===== config.mk =====
export PLATFORM = sky130hd
export DESIGN_NAME = spi_tx
export DESIGN_NICKNAME = d
export VERILOG_FILES = /design/src/source/link_pkg.sv /design/src/source/spi_tx.sv
export SDC_FILE = /design/constraint.sdc
export NUM_CORES = 1
export LEC_CHECK = 0
export BUFFER_PORTS_ARGS = -buffer_cell sky130_fd_sc_hd__clkbuf_2
export CORE_AREA = 8 8 51 53
export DETAILED_ROUTE_END_ITERATION = 12
export DIE_AREA = 0 0 59 61
export GPL_TIMING_DRIVEN = 0
export PLACE_DENSITY = 0.6
export SLEW_MARGIN = 5
export SYNTH_ARGS = -nofsm -noshare
export SYNTH_HDL_FRONTEND = slang
export SYNTH_SLANG_ARGS = --single-unit

===== constraint.sdc =====
create_clock -name clk -period 2.6 [get_ports clk]
set_input_delay 0.26 -clock clk [delete_from_list [all_inputs] [get_ports clk]]
set_output_delay 0.26 -clock clk [all_outputs]
set_load 0.005 [all_outputs]

===== src/source/link_pkg.sv =====
package link_pkg;

  // one byte as it travels over the spi link
  typedef logic [7:0] byte_t;

  // bit position inside a link byte, wraps after eight bits
  typedef logic [2:0] bit_idx_t;

  // flops in the sck and cs_n synchronizers
  // edge detect looks at the two oldest stages
  localparam int sync_depth = 3;

  // mosi needs one stage less to line up with the detected edge
  localparam int mosi_depth = sync_depth - 1;

  // idle levels of the pins as seen before the first frame
  localparam logic sck_idle  = 1'b0;
  localparam logic cs_n_idle = 1'b1;

endpackage


===== src/source/spi_tx.sv =====
`timescale 1ns/1ps

module spi_tx (
  input  logic            clk,
  input  logic            rst_n,
  input  link_pkg::byte_t resp_byte,
  input  logic            resp_load,
  input  logic            sck_fall,
  input  logic            cs_active,
  output logic            miso
);

  import link_pkg::*;

  logic     pending; // byte waiting for the next falling edge
  logic     sending;
  bit_idx_t bit_cnt;
  byte_t    shreg;

  always_ff @(posedge clk) begin
    if (!rst_n) begin
      pending <= 1'b0;
      sending <= 1'b0;
      bit_cnt <= '0;
    end else if (!cs_active) begin
      pending <= 1'b0; // frame over, drop anything left
      sending <= 1'b0;
      bit_cnt <= '0;
    end else begin
      if (resp_load)
        pending <= 1'b1;
      if (sck_fall) begin
        if (pending) begin
          pending <= 1'b0;
          sending <= 1'b1;
          bit_cnt <= '0;
        end else if (sending) begin
          bit_cnt <= bit_cnt + 3'd1;
          if (bit_cnt == 3'd7)
            sending <= 1'b0; // eighth bit has been sampled
        end
      end
    end
  end

  // msb first
  always_ff @(posedge clk) begin
    if (sck_fall) begin
      if (pending)
        shreg <= resp_byte;
      else
        shreg <= {shreg[6:0], 1'b0};
    end
  end

  // driven low outside a reply, no tristate
  assign miso = (cs_active && sending) ? shreg[7] : 1'b0;

endmodule


Yosys cells after proc, flatten, opt, wreduce, memory -nomap -nowiden
Index checks and enable logic that the tools add are counted.

$add $sub $neg: 1. Equal/unequal tests: 1. Multiplexer cells: 10. Reductions and logical operators: 4.

Operators with widths (number): $mux 8 (1); $mux 1 (7); $mux 3 (2); $reduce_and 2->1 (2); $add 3x1->3 const B (1); $eq 3x3->1 const B (1); $reduce_bool 2->1 (1); $logic_and 1x1->1 (1).

Bits in registers: 13. Input port bits: 13. Word-level logic and storage cells: 21.

Longest topological paths before layout
Depth after elaboration: 4. Depth in mapped cells: 4.

Worst setup path after synthesis
OpenSTA, ideal clock, no wires.

Path type: register to register. From: reg pending. To: reg shreg[1] (data pin). Library setup time: 260 ps. Data arrival time: 783 ps. Required time: 2340 ps. Path slack: 1557 ps. Stages on the path, launching flop included: 3. Clock period less this slack: 1043 ps. Path through: dfxtp_1 > buf_6 > mux2_2.

Word-level cells in the longest chain between the ends: 1.

Ends and longest elaborated chain: from (decl) (RTL line spi_tx.sv:15) `logic pending;`; from (signal assigned) (RTL line spi_tx.sv:22) `pending <= 1'b0;`; from (signal assigned) (RTL line spi_tx.sv:26) `pending <= 1'b0;`; from (signal assigned) (RTL line spi_tx.sv:31) `pending <= 1'b1;`; $mux 8 (RTL line spi_tx.sv:49) `if (pending)`; to (signal assigned) (RTL line spi_tx.sv:50) `shreg <= resp_byte;`; to (signal assigned) (RTL line spi_tx.sv:52) `shreg <= {shreg[6:0], 1'b0};`; to (decl) (RTL line spi_tx.sv:18) `byte_t shreg;`.

No other way between the ends. A chain may end at the register's enable or synchronous reset.

Final worst setup path
From: reg shreg[7]. To: out miso.

Word-level cells in the longest chain between the ends: 1.

Ends and longest elaborated chain: $mux 1 (RTL line spi_tx.sv:57) `assign miso = (cs_active && sending) ? shreg[7] : 1'b0;`; to (decl) (RTL line spi_tx.sv:10) `output logic miso`.

No other way between the ends.

==> flow_summary.yaml <==
sta:
  finClkSkew_ns: 0.0009135
  finalHoldViolCount: 0
  rsz0062_at_grt: "false"
  slew_viol_final: 0
  whs_ns: 0.2202
  fin_crit_sh_pct: 45.48
  slew_headroom_pct: 80.22
  finalSetupTns_ns: 0
  finalSetupViolations: 0
  min_period_ns: 1.182
  max_freq_mhz: 845.8
  fin_ws_ns: 1.418
  worst_pin_slew_ns: 0.2967
synth:
  ys_warn_count: 0
  synth_edf_count: 8
  ys.flop_type: "edfxtp_1"
  synth_top_area_cell: "edfxtp_1"
  yosysMostFrequentCell: "edfxtp_1"
  yosysSeqAreaShare_pct: 58.62
  yosysTopAreaCellShare_pct: 41.38
  synth_area_per_cell_um2: 13.19
  yosysUniqueCellTypes: 17
  async_flop_share_pct: 0
  syn-instance-count: 44
  synth_nets: 59
  synth_area_um2: 580.6
  synthTopCellsByCount: "edfxtp_1, mux2_2, dfxtp_1, nand3_1, o22ai_1"
  yosys_register_bits: 13
  synthTopCellsByArea: "edfxtp_1, dfxtp_1, mux2_2"
setup_path:
  criticalPathCategory: "flip-flop to output pin"
  cpMaxStageDelayCell: "edfxtp_1"
  regToRegEndpoint: "shreg[3]"
  required_ns: 2.34
  cp-start-kind: "flip-flop"
  reg2reg_from: "pending"
  path_cells: "and3_1, clkbuf_2"
  rr_worst_depth: 2
  critPathTopFamily: "flip-flops"
  setup.worst_path.end_class: "output pin"
  cp_num_buf_inv: 1
  worstPathArrival_ns: 0.92
  crit_fanout: 1
  rrSetupSlack_ns: 1.47
  critical_path.max_stage_delay_ns: 0.36
flow_run:
  drv_cap: 0
min_path:
  hold_path_end: "pending"
  hold_depth: 3
  hold_start: "resp_load"
  min_path_type: "primary input to flip-flop"
cts:
  cts_buffers: 3
  cts_tree: "done"
  clk_pin_slew_worst_paths_ns: 0.08
  clk_path_buf_depth: 2
  cts_root_buf: "clkbuf_4"
  clock_sinks: 13
  cts-resized-gates: 0
  clk_latency_ns: 0.27
  cts_setup_buffers: 0
  cts_max_level: 1
  cts_hold_buf: 0
global_route:
  grt_pass1_vias: 390
  grt_usage_pct: 6.797
  antenna_found_initial: 0
  grt_pass1_wl_um: 1766
  grt_remaining_overflow: 0
  grt_max_degree: 14
power_and_ir_drop:
  power_w: 0.0003888
  peakVddDrop_v: 0.0002522
  leakagePower_nw: 0.2788
  power_density_nw_per_um2: 554.8
floorplanning:
  initial_utilization_pct: 31.52
  dieHeight_um: 61
  fp-row-count: 16
  chipWidth_um: 59
  core_area_um2: 1842
  die_area_um2: 3599
  ios: 14
routing:
  drt_first_iter_violations: 3
  ant_nets: 0
  wl_per_cell_um: 11.75
  drtPass1Iterations: 4
  via_per_inst: 4.437
  num_vias: 386
  drcViolationCount: 0
  finalWirelength_um: 1022
cells_and_area:
  drive_gt1_share_pct: 41.67
  finalNetCount: 76
  regArea_um2: 340.3
  multi_input_area_um2: 224.0
  n_fill_cell: 206
  antenna_cells: 0
  syn2layout_area_growth_pct: 20.69
placement:
  io_buffers: 12
  gp_congestion: 0.6552
  hpwl_um: 752.9
  dp_worst_setup_slack_ns: 1.470
status:
  status: "completed"
## tightest hold or removal path, cell delays in order
cell and delay, ns:
clkbuf_2 0.08, nand2b_1 0.06, a21oi_1 0.05
## layout by cell type (no fill, tap or decap)
master,instances
a21oi_1,2
mux2_2,7
nand2_1,2
dfxtp_1,5
and2_1,1
nand2b_1,1
buf_6,1
and3_1,1
edfxtp_1,8
clkbuf_1,1
a21bo_2,1
o22ai_1,3
clkbuf_2,13
or2b_1,1
ha_1,2
o21a_1,1
nand3_1,5
clkbuf_4,3
nand3b_1,2
## layout make-up
class	count	share of cell area, %
sequential	13	48.57
multi-input combinational	29	31.96
timing repair buffer	12	8.571
clock buffer	4	3.750
tap	27	4.821
buffer	2	2.321
## per-layer routing
layer  vias to the layer above  global-route usage, %  share of wire, %
met5                         -                      0                 0
met4                         0                  3.072               1.5
met3                         2                  5.085               9.3
met2                        13                  9.813                44
met1                       175                  7.282                45
li1                        196                      -                 -
## where the power goes
group	switching, W	leakage (nW)	internal (W)
Clock	0.0000636	0.0150	0.0000594
Combinational	0.0000141	0.144	0.0000184
Sequential	0.00000289	0.120	0.000230
## cells by family (layout without fill, tap and decap cells)
kind of cell / Yosys count / count (layout) / synth area share, %
mux: 7 / 7 / 13.58
buf+inv: 2 / 18 / 2.801
simple gates: 13 / 13 / 12.72
fa+ha+maj: 2 / 2 / 4.310
compound gates: 7 / 7 / 7.975
flops: 13 / 13 / 58.62
## per-stage QoR
step                cell area [um2]  cells  util [%]
finish                        700.7     87     38.04
global route                  700.7     87     38.04
CTS                           700.7     87     38.04
detailed placement            674.4     83     36.62
global placement              674.4     83     36.62
floorplan                     580.6     44         -
## flip-flops by register name (all words and copies together) (netlist names)
register / cells
bit_cnt: 3
pending: 1
sending: 1
shreg: 8
## worst max path at each step
stage	start	endpoint	slack (ns)	depth (start not counted)
after CTS	shreg[7]	miso	1.40	2
after global routing	sending	miso	1.35	2
after floorplan	pending	shreg[1]	1.56	2
after detailed placement	pending	shreg[5]	1.47	2
final	shreg[7]	miso	1.42	2
after global placement	pending	shreg[5]	1.48	2
Note: power is estimated with default switching activity, not from simulation.
