<file path="config.mk">
export PLATFORM = sky130hd
export DESIGN_NAME = spi_rx
export DESIGN_NICKNAME = d
export VERILOG_FILES = /design/src/source/link_pkg.sv /design/src/source/spi_rx.sv
export SDC_FILE = /design/constraint.sdc
export NUM_CORES = 1
export LEC_CHECK = 0
export BUFFER_PORTS_ARGS = -buffer_cell sky130_fd_sc_hd__buf_2
export CAP_MARGIN = 20
export CORE_MARGIN = 2
export CORE_UTILIZATION = 45
export DETAILED_ROUTE_END_ITERATION = 10
export PLACE_DENSITY = 0.69
export SYNTH_ARGS = -nofsm -noshare
export SYNTH_HDL_FRONTEND = slang
export SYNTH_SLANG_ARGS = --single-unit
</file>
<file path="constraint.sdc">
create_clock -name clk -period 2.6 [get_ports clk]
set_clock_uncertainty 0.05 [all_clocks]
set_input_delay 0.13 -clock clk [delete_from_list [all_inputs] [get_ports clk]]
set_output_delay 0.13 -clock clk [all_outputs]
set_load 0.01 [all_outputs]
</file>
<file path="src/source/link_pkg.sv">
package link_pkg;

  // one byte as it travels over the spi link
  typedef logic [7:0] byte_t;

  // bit position inside a link byte, wraps after eight bits
  typedef logic [2:0] bit_idx_t;

  // flops in the sck and cs_n synchronizers
  // edge detect looks at the two oldest stages
  localparam int sync_depth = 3;

  // mosi needs one stage less to line up with the detected edge
  localparam int mosi_depth = sync_depth - 1;

  // idle levels of the pins as seen before the first frame
  localparam logic sck_idle  = 1'b0;
  localparam logic cs_n_idle = 1'b1;

endpackage

</file>
<file path="src/source/spi_rx.sv">
`timescale 1ns/1ps

module spi_rx (
  input  logic            clk,
  input  logic            rst_n,
  input  logic            sck,
  input  logic            mosi,
  input  logic            cs_n,
  output link_pkg::byte_t rx_byte,
  output logic            rx_strobe,
  output logic            frame_start,
  output logic            sck_fall,
  output logic            cs_active
);

  import link_pkg::*;

  logic [sync_depth-1:0] sck_sync;  // [0] newest
  logic [sync_depth-1:0] cs_sync;
  logic [mosi_depth-1:0] mosi_sync;
  logic                  sck_rise;
  logic                  mosi_bit;
  bit_idx_t              bit_cnt;

  // pin synchronizers, all three shift in every clock
  always_ff @(posedge clk) begin
    if (!rst_n) begin
      sck_sync  <= {sync_depth{sck_idle}};
      cs_sync   <= {sync_depth{cs_n_idle}}; // frame inactive after reset
      mosi_sync <= '0;
    end else begin
      sck_sync  <= {sck_sync[sync_depth-2:0], sck};
      cs_sync   <= {cs_sync[sync_depth-2:0], cs_n};
      mosi_sync <= {mosi_sync[mosi_depth-2:0], mosi};
    end
  end

  // edges from the two oldest stages
  assign sck_rise  = (sck_sync[sync_depth-1 -: 2] == 2'b01);
  assign sck_fall  = (sck_sync[sync_depth-1 -: 2] == 2'b10);
  assign cs_active = ~cs_sync[sync_depth-2];
  assign mosi_bit  = mosi_sync[mosi_depth-1]; // same age as sck_sync[sync_depth-2]

  // bit counter and strobes
  always_ff @(posedge clk) begin
    if (!rst_n) begin
      bit_cnt     <= '0;
      rx_strobe   <= 1'b0;
      frame_start <= 1'b0;
    end else begin
      rx_strobe   <= cs_active && sck_rise && (bit_cnt == 3'd7); // byte complete
      frame_start <= (cs_sync[sync_depth-1 -: 2] == 2'b10);     // cs_n falling
      if (!cs_active)
        bit_cnt <= '0; // realign on every frame
      else if (sck_rise)
        bit_cnt <= bit_cnt + 3'd1; // wraps to 0 after bit 7
    end
  end

  // msb first, the shift register itself is the received byte
  always_ff @(posedge clk) begin
    if (cs_active && sck_rise)
      rx_byte <= {rx_byte[6:0], mosi_bit};
  end

endmodule

</file>
After elaboration in Yosys (flattened, before gate mapping)
Index checks and enable logic that the tools add are counted.
Widths: inputs -> output; s select.

word-level totals
  bits of input ports = 5
  word-level logic and storage cells = 17
  register bits after elaboration = 21

cells by class
  bitwise gates (word level) = 2
  $add $sub $neg = 1
  equality and inequality tests = 4
  reductions and logical operators = 3

operators by type and width
  operator             number
  $eq 2x2->1 const B   2
  $add 3x1->3 const B  1
  $eq 3x3->1 const B   1
  $eq 2x1->1 const B   1
  $logic_and 1x1->1    2
  $not 1->1            2
  $reduce_or 2->1      1

Depth between registers and ports, before layout
  depth in word-level cells = 3
  mapped depth = 4

Least setup slack after synthesis
No wires, ideal clock.

  kind = flip-flop to flip-flop
  start point = register sck_sync[2]
  end point = register rx_byte[0], enable pin
  period minus slack after synthesis = 1.341 ns
  arrival = 0.921 ns
  cell stages (with the launch flop) = 4
  path slack = 1.259 ns
  path buffers = 1
  required time = 2.180 ns
  cells stage by stage = dfxtp_1 nand2b_1 buf_6 nor2_1

on the way
  longest elaborated chain between the ends = 2

RTL lines
  what                      line          source
  start: declaration        spi_rx.sv:18  logic [sync_depth-1:0] sck_sync;
  start signal: assignment  spi_rx.sv:28  sck_sync <= {sync_depth{sck_idle}};
  start signal: assignment  spi_rx.sv:32  sck_sync <= {sck_sync[sync_depth-2:0], sck};
  $eq 2x1->1                spi_rx.sv:39  assign sck_rise = (sck_sync[sync_depth-1 -: 2] == 2'b01);
  $logic_and 1x1->1         spi_rx.sv:62  if (cs_active && sck_rise)
  end signal: assignment    spi_rx.sv:63  rx_byte <= {rx_byte[6:0], mosi_bit};
  end: declaration          spi_rx.sv:9   output link_pkg::byte_t rx_byte,

No other way between the ends.
A chain may end at the register's enable or synchronous reset.

Worst setup path in the final report
Ends and elaborated chain as after synthesis.

==> results.py <==
metrics = {
    "run_status": {
        "status": "finished, final reports clean",
    },
    "clock_network": {
        "clock_tree.root_cell": "clkbuf_4",
        "cts_sinks": 21,
        "clockBufferDepth": 2,
        "numCtsBuffers": 3,
        "cts.clk_slew.worst_paths_ns": 0.11,
        "h-tree-depth": 1,
        "worstSkewPairLatency_ns": 0.30,
        "cts_tree": "done",
        "cts_resized": 0,
    },
    "timing": {
        "fmax_ghz": 0.664,
        "fin_crit_sh": 0.579,
        "finalSetupTns_ns": 0,
        "worst_slew_pin_slew_ns": 0.619,
        "fin_crit_ns": 1.51,
        "timing.hold.ws_ns": 0.0190,
        "setup_viol": 0,
        "rsz0062_at_grt": "no",
        "max_slew_margin": 0.586,
        "fin_ws_ns": 1.09,
        "finalMaxSlewViolations": 0,
        "finalHoldViolCount": 0,
    },
    "power": {
        "internal_power_uw": 414,
        "switching_power_uw": 101,
        "leakage_nw": 0.364,
        "pwr-share-comb": 0.037,
        "irDropWorstVdd_mv": 0.314,
        "power_frac_clock": 0.287,
        "total_power_uw": 515,
        "switching_share": 0.196,
        "power-per-cell-area_nw_per_um2": 632,
        "seqPwrFrac": 0.676,
    },
    "cells_and_area": {
        "final_cell_count_no_fill": 82,
        "nets": 75,
        "final_common_cell": "buf_2",
        "mostFrequentLayoutCells": "16 x buf_2, 13 x dfxtp_1, 8 x edfxtp_1",
        "design_area_um2": 816,
        "drive_gt1_frac": 0.328,
        "n_antenna_cell": 0,
        "utilization": 0.604,
        "syn_to_final_growth_pct": 21.6,
    },
    "global_routing": {
        "grt_pass1_vias": 373,
        "overflow": 0,
        "grt_max_degree": 13,
        "antenna_found_initial": 0,
        "grt_pass1_wl_um": 1510,
        "track_usage": 0.115,
    },
    "worst_setup_path": {
        "cp_max_fo": 8,
        "setup.worst_path.start_class": "register",
        "worstPathArrival_ns": 1.40,
        "crit_start": "sck_sync[2]$_SDFF_PN0_",
        "r2r_start": "sck_sync[2]$_SDFF_PN0_",
        "reg2reg_slack_ns": 1.09,
        "reg2regPathDepth": 2,
        "worstSetupPathType": "reg -> reg",
        "required_ns": 2.49,
        "cp-end-kind": "register",
    },
    "synthesis": {
        "synth_cells": 45,
        "yosys.area_share.simple": 0.134,
        "synth-adder-area-share": 0.0373,
        "yosys_warnings": 0,
        "synth.cell_area_um2": 671,
        "synth_area_leaders": "dfxtp_1 39%, edfxtp_1 36%, and2_1 4.7%",
        "syn_avg_cell_area_um2": 14.9,
        "yosysSeqAreaShare": 0.746,
        "synth-xor-area-share": 0.0243,
        "synth_top_area_cell": "dfxtp_1",
        "muxShareOfSynthArea": 0.0299,
        "synth_top_family_by_area": "simple AND/OR/NAND/NOR gates",
        "synth_fp_nets": 52,
        "ys_types": 16,
        "synth_seq_cells": 21,
        "synth_top_area_share": 0.388,
        "synth_compound_area_frac": 0,
    },
    "drt": {
        "drt.antenna.violating_nets": 0,
        "wire_per_inst_um": 10.7,
        "drc": 0,
        "drt_iter0_drc": 2,
        "via_per_inst": 4.67,
        "wl_um": 874,
        "firstDrtPassIters": 4,
        "vias": 383,
    },
    "floorplan": {
        "die_w_um": 42.6,
        "die_h_um": 42.6,
        "initial_core_util": 0.497,
        "placeableCoreArea_um2": 1350,
        "io_pins": 17,
        "dieArea_um2": 1820,
        "rows": 13,
    },
    "hold_path": {
        "hold_class": "in -> reg",
        "whs_path_depth": 2,
        "hold_start": "rst_n",
    },
    "run": {
        "drv_cap": 0,
    },
    "placed_design": {
        "dp.cells": 75,
        "post_dp_cell_area_um2": 758,
        "port_buffers": 16,
        "dp_slack_ns": 1.10,
        "globalplace.congestion": 0.676,
        "dp_hpwl_um": 660,
    },
}
-- cell families after synthesis --
| family | count (synthesis) |
|---|---|
| DFF | 21 |
| and+or+nand+nor | 16 |
| buffers and inverters | 3 |
| muxes | 2 |
| adders and majority gates | 2 |
| xor gates and xnor gates | 1 |
-- final timing paths --
path,endpoint
max reg2reg,rx_byte[0]$_DFFE_PP_
min,cs_sync[1]$_SDFF_PN1_
max,rx_byte[0]$_DFFE_PP_
min reg2reg,cs_sync[1]$_SDFF_PN1_
-- cell usage after synthesis --
cell,n
nor2b_1,1
xor2_2,1
ha_1,2
nor2_2,1
mux2i_1,2
edfxtp_1,8
or2b_1,1
nor3_1,1
buf_6,1
nand2b_1,2
nand2_1,1
inv_1,2
nor2_1,3
and3_1,1
and2_1,5
dfxtp_1,13
-- power by group through the flow --
stage	Sequential (mW)	Combinational (mW)	Clock [mW]
global route	0.349	0.0211	0.169
global placement	0.355	0.0158	0
finish	0.348	0.0192	0.148
CTS	0.348	0.0195	0.152
detailed placement	0.356	0.0160	0
floorplan	0.356	0.00929	0
-- final cells by class --
class / count / area (um2)
tap: 15 / 18.8
fill: 111 / 534
clock inverter: 1 / 5.00
multi-input combinational: 21 / 151
inverter: 2 / 7.51
clock buffer: 3 / 22.5
timing repair buffer: 19 / 110
sequential: 21 / 500
-- repair_timing --
item | CTS | global route
buffers inserted | 0 | 0
hold buffers | 3 | 0
endpoints found under the hold margin | 3 | 0
-- registers in the layout, summed over array words and instances (netlist names) --
register / count
bit_cnt: 3
cs_sync: 3
frame_start: 1
mosi_sync: 2
rx_byte: 8
rx_strobe: 1
sck_sync: 3
-- critical path, stage by stage (launching register included) --
cell and delay [ns]:
dfxtp_1 0.32, nand2b_1 0.25, nor2_1 0.53
-- metal layers --
layer	track usage	up-vias	wire length (um)
li1	-	190	-
met1	0.141	175	393
met2	0.169	16	416
met3	0.0388	2	51
met4	0.0750	0	12
met5	0	-	0
Note: power is estimated with default switching activity, not from simulation.
