$ cat config.mk
export PLATFORM = sky130hd
export DESIGN_NAME = cmd_parser
export DESIGN_NICKNAME = d
export VERILOG_FILES = /design/src/source/link_pkg.sv /design/src/source/cmd_pkg.sv /design/src/source/cmd_parser.sv
export SDC_FILE = /design/constraint.sdc
export NUM_CORES = 1
export LEC_CHECK = 0
export BUFFER_PORTS_ARGS = -buffer_cell sky130_fd_sc_hd__buf_4
export CORE_UTILIZATION = 45
export CTS_BUF_LIST = sky130_fd_sc_hd__clkbuf_2
export DETAILED_ROUTE_END_ITERATION = 10
export PLACE_DENSITY = 0.71
export SETUP_SLACK_MARGIN = 0.15
export SKIP_CTS_REPAIR_TIMING = 1
export SLEW_MARGIN = 20
export SYNTH_ARGS = -nofsm -noshare
export SYNTH_HDL_FRONTEND = slang
export SYNTH_SLANG_ARGS = --single-unit
$ cat constraint.sdc
create_clock -name clk -period 2.37 [get_ports clk]
set_input_delay 0.237 -clock clk [delete_from_list [all_inputs] [get_ports clk]]
set_output_delay 0.237 -clock clk [all_outputs]
set_load 0.005 [all_outputs]
$ cat src/source/link_pkg.sv
package link_pkg;

  // one byte as it travels over the spi link
  typedef logic [7:0] byte_t;

  // bit position inside a link byte, wraps after eight bits
  typedef logic [2:0] bit_idx_t;

  // flops in the sck and cs_n synchronizers
  // edge detect looks at the two oldest stages
  localparam int sync_depth = 3;

  // mosi needs one stage less to line up with the detected edge
  localparam int mosi_depth = sync_depth - 1;

  // idle levels of the pins as seen before the first frame
  localparam logic sck_idle  = 1'b0;
  localparam logic cs_n_idle = 1'b1;

endpackage

$ cat src/source/cmd_pkg.sv
package cmd_pkg;

  // command opcodes, first byte of every frame
  typedef enum logic [7:0] {
    get_cookie  = 8'd0,
    bram_poke   = 8'd1,
    bram_peek   = 8'd2,
    get_version = 8'd15
  } opcode_t;

  // parameter slot, three slots at most (poke)
  typedef logic [1:0] param_idx_t;

  // parameter counts per command
  localparam param_idx_t poke_params = 2'd3; // addr lo, addr hi, data
  localparam param_idx_t peek_params = 2'd2; // addr lo, addr hi

  // identity byte the host looks for
  localparam link_pkg::byte_t cookie = 8'haf;

  // firmware version, packed major:minor into one byte
  localparam logic [2:0] version_major = 3'd0;
  localparam logic [4:0] version_minor = 5'd3;

  // 8'h03 with the values above
  localparam link_pkg::byte_t version_byte = {version_major, version_minor};

endpackage

$ cat src/source/cmd_parser.sv
`timescale 1ns/1ps

module cmd_parser (
  input  logic              clk,
  input  logic              rst_n,
  input  link_pkg::byte_t   rx_byte,
  input  logic              rx_strobe,
  input  logic              frame_start,
  output cmd_pkg::opcode_t  opcode,
  output link_pkg::byte_t   param0,
  output link_pkg::byte_t   param1,
  output link_pkg::byte_t   param2,
  output logic              action
);

  import cmd_pkg::*;

  typedef enum logic [1:0] {
    idle,
    read_params,
    skip_reply
  } state_t;

  state_t     state;
  param_idx_t params_left; // bytes still expected
  param_idx_t slot;        // where the next byte goes

  // control path
  always_ff @(posedge clk) begin
    if (!rst_n) begin
      state       <= idle;
      params_left <= '0;
      slot        <= '0;
      action      <= 1'b0;
    end else begin
      action <= 1'b0; // single cycle pulse
      if (frame_start) begin
        state <= idle; // new frame always starts with an opcode
      end else if (rx_strobe) begin
        case (state)
          idle: begin
            slot <= '0;
            case (opcode_t'(rx_byte))
              get_cookie, get_version: begin
                action <= 1'b1;     // no parameters, answer right away
                state  <= skip_reply;
              end
              bram_poke: begin
                params_left <= poke_params;
                state       <= read_params;
              end
              bram_peek: begin
                params_left <= peek_params;
                state       <= read_params;
              end
              default: state <= idle; // unknown opcode, dropped
            endcase
          end
          read_params: begin
            if (params_left == 2'd1) begin
              action <= 1'b1;
              // only peek answers among the commands with parameters
              state  <= (opcode == bram_peek) ? skip_reply : idle;
            end else begin
              params_left <= params_left - 2'd1;
              slot        <= slot + 2'd1;
            end
          end
          skip_reply: state <= idle; // host dummy byte while we answer
          default:    state <= idle;
        endcase
      end
    end
  end

  // opcode and parameter bytes, held until overwritten
  always_ff @(posedge clk) begin
    if (rx_strobe && !frame_start) begin
      if (state == idle)
        opcode <= opcode_t'(rx_byte);
      if (state == read_params) begin
        case (slot)
          2'd0:    param0 <= rx_byte; // addr lo
          2'd1:    param1 <= rx_byte; // addr hi
          default: param2 <= rx_byte; // poke data
        endcase
      end
    end
  end

endmodule

Word-level counts from Yosys, hierarchy flattened:

Cells that the tools add are included.

* eq/ne operators: 10
* $add $sub $neg: 2
* mux-type cells: 12
* reductions and logical operators: 18
* bitwise gates (word level): 4

Operators by type and width (count)
* case mux 2 bit (2 select lines): 5
* == test 8 x 2 -> 1 bit, second input constant: 2
* AND reduction 3 bit: 3
* == test 8 x 1 -> 1 bit, second input constant: 1
* == test 8 x 4 -> 1 bit, second input constant: 1
* logical NOT 8 bit: 1
* 2-to-1 mux 2 bit: 4
* OR reduction 2 bit: 4
* == test 2 x 1 -> 1 bit, second input constant: 3
* AND reduction 5 bit: 1
* logical NOT 2 bit: 2
* != test 2 bit, second input constant: 2
* inverter 1 bit: 4
* AND reduction 2 bit: 2
* AND reduction 4 bit: 1
* != test 3 x 1 -> 1 bit, second input constant: 1
* OR reduction 3 bit: 1
* adder 2 x 1 -> 2 bit, second input constant: 1
* 2-to-1 mux 1 bit: 2
* case mux 1 bit (2 select lines): 1
* nonzero test 2 bit: 1
* subtractor 2 x 1 -> 2 bit, second input constant: 1
* logical AND 1 bit: 1
* logical NOT 1 bit: 1

* register bits: 39
* word-level logic and storage cells: 54
* output and inout bits: 33
* input port bits: 12

Longest topological paths before layout:

* depth in word-level cells: 4
* mapped depth: 6
* gate-level depth less buffers: 6

Worst setup path after synthesis:

OpenSTA, ideal clock, no wires.

* kind: flip-flop to flip-flop
* start: register state[0]
* end: register param2[0] (enable)
* setup slack: 424 ps
* setup time: 385 ps
* data required time: 1985 ps
* path buffers: 1
* clock period less this slack: 1946 ps
* data arrival time: 1561 ps
* stages on the path, launching flop included: 5
* cells stage by stage: dfxtp_1 -> clkbuf_1 -> nand2b_1 -> nor3_1 -> nor3b_1

* cells in the longest elaborated chain, start to end: 2

Ends and longest elaborated chain
* start: declaration: line cmd_parser.sv:24 `state_t state;`
* start signal: assignment: line cmd_parser.sv:31 `state <= idle;`
* start signal: assignment: line cmd_parser.sv:38 `state <= idle;`
* start signal: assignment: line cmd_parser.sv:46 `state <= skip_reply;`
* == test 2 x 1 -> 1 bit: line cmd_parser.sv:81 `if (state == read_params) begin`
* AND reduction 3 bit (no line)
* end signal: assignment: line cmd_parser.sv:85 `default: param2 <= rx_byte;`
* end: declaration: line cmd_parser.sv:12 `output link_pkg::byte_t param2,`

No other way between the ends.
A chain may end at the register's enable or synchronous reset.

Final worst setup path:

* start: register state[0]
* end: register param2[4] (enable)

Same word-level chain as after synthesis.

==> reports/metrics.yaml <==
cts_buffers: 5
ios: 45
final_nets: 160
wirelength_mm: 2.77
route.detailed.drc: 0
grt_pass1_wl_mm: 4.31
fin_skew_ps: 12.8
place.gp.congestion: 0.755
crit_path_end_kind: "register"
diodes: 0
htree_levels: 2
vias_per_cell: 5.12
dp_slack_ps: 592
maxCapViolCount: 0
async_flop_share: 0
p_leak_nw: 0.708
grt_pass1_vias: 940
syn_area_per_cell_um2: 15.7
fmax_mhz: 558
ys_seq_area_frac: 0.752
synth.area.top_cells: "edfxtp_1 (66%), dfxtp_1 (9.6%), ha_1 (2.6%)"
yosysWarnings: 0
drive_above_1_share: 0.384
drt_pass1_iterations: 4
rows: 20
gr-total-overflow: 0
synthDominantCellAreaShare: 0.656
fin_util: 0.617
cts_tree: "done"
hold_violations: 0
postPlaceCellArea_um2: 1860
die_h_um: 59.0
tightest_slew_ps: 637
status: "complete, no violations"
rsz0062_at_grt: "false"
grt_max_degree: 13
dpl.cell_count: 182
finalMaxSlewViolations: 0
yosys_register_bits: 39
clock_sinks: 39
clk_pin_slew_ps: 180
clockBufferDepth: 2
hold_ws_ps: 56.9
power_density_nw_per_um2: 571
required_ps: 2480
finalInstanceArea_um2: 1900
power_mw: 1.08
hold_path_class: "primary input to register"
fin_crit_sh: 0.756
path_class: "register to register"
clk_latency_ps: 380
finalSetupViolations: 0
grt.total_usage: 0.180
initialDrtViolationCount: 38
antenna_found_initial: 0
cp.arrival_ps: 1900
synth.cell_area_um2: 1460
instances_no_fill: 190
synth_edf_count: 32
ant_nets: 0
relSlewSlack: 0.574
start_util: 0.476
die_w_um: 59.0
synth_nets: 108
synth_cells: 93
num_vias: 972
die_area_um2: 3490
core_um2: 3080
synthToLayoutAreaGrowth_pct: 29.8
wl_per_cell_um: 14.6
yosys.area.top_type: "edfxtp_1"
synth_top_flop_cell: "edfxtp_1"
synth_cell_type_count: 33
worst_slack_ps: 579
netlist_top_cells_count: "edfxtp_1 (32), dfxtp_1 (7), inv_1 (6), nand2_1 (5), nor2_1 (5)"
dp_hpwl_mm: 2.09
ir_drop_v: 0.000279
yosysMostFrequentCell: "edfxtp_1"
tns_ps: 0
numPortBuffers: 44
nFillCells: 250
period_minus_slack_ps: 1790
cp-start-kind: "register"
cp_max_fo: 9
root_buffer: "clkbuf_2"
==> routing by layer <==
metal | wire [um] | part of all wire | vias up | GRT usage
li1 | - | - | 458 | -
met1 | 1140 | 0.41 | 473 | 0.205
met2 | 1390 | 0.50 | 35 | 0.302
met3 | 185 | 0.067 | 6 | 0.0633
met4 | 52 | 0.019 | 0 | 0.0850
met5 | 0 | 0 | - | 0
==> power by group <==
part | leakage, nW | internal, mW | switching [mW]
Clock | 0.0241 | 0.0657 | 0.204
Combinational | 0.337 | 0.0294 | 0.0308
Sequential | 0.347 | 0.751 | 0.00454
==> worst max-delay path, cell delays in order (launching register included) <==
cell	delay, ps
dfxtp_1	520
nand2b_1	170
nor3_1	220
nor3b_1	390
buf_4	220
==> final timing paths <==
kind | startpoint | endpoint | slack, ps | cells past startpoint
worst max register to register | state[0]$_SDFFE_PP0P_ | param2[4]$_DFFE_PP_ | 580 | 4
worst max-delay path | state[0]$_SDFFE_PP0P_ | param2[4]$_DFFE_PP_ | 580 | 4
worst min register to register | params_left[0]$_SDFFE_PN0P_ | params_left[0]$_SDFFE_PN0P_ | 510 | 2
worst min-delay path | frame_start | state[0]$_SDFFE_PP0P_ | 60 | 2
==> kinds of logic after synthesis <==
| kind of cell | Yosys count | share of synthesized area |
|---|---|---|
| fa+ha+maj | 3 | 0.0256 |
| simple gates | 28 | 0.118 |
| buf+inv | 7 | 0.0179 |
| xor+xnor | 1 | 0.00598 |
| flops | 39 | 0.752 |
| mux | 2 | 0.0137 |
| compound gates | 13 | 0.0667 |
==> state kept, by name (all words and copies together) (netlist names) <==
signal,count
param0,8
action,1
opcode,8
params_left,2
slot,2
param1,8
param2,8
state,2
==> area by class of cell <==
class	count	area [um^2]	share of cell area
Clock buffer	5	25.0	0.0132
Timing Repair Buffer	46	345	0.182
Tap cell	44	55.1	0.0290
Clock inverter	3	15.0	0.00790
Sequential cell	39	1100	0.579
Multi-Input combinational cell	47	337	0.177
Inverter	6	22.5	0.0118
==> layout by cell type, fill, tap and decap left out, types with 2 or more instances in the layout <==
cell / count
ha_1: 3
mux2i_1: 2
nor2_1: 5
nor3_1: 2
a21oi_1: 3
nor3b_1: 2
or4_1: 3
dfxtp_1: 7
clkbuf_2: 5
edfxtp_1: 32
nand2_1: 5
clkinv_1: 2
buf_4: 46
and2_1: 2
inv_1: 6
(Power assumes the default switching activity.)
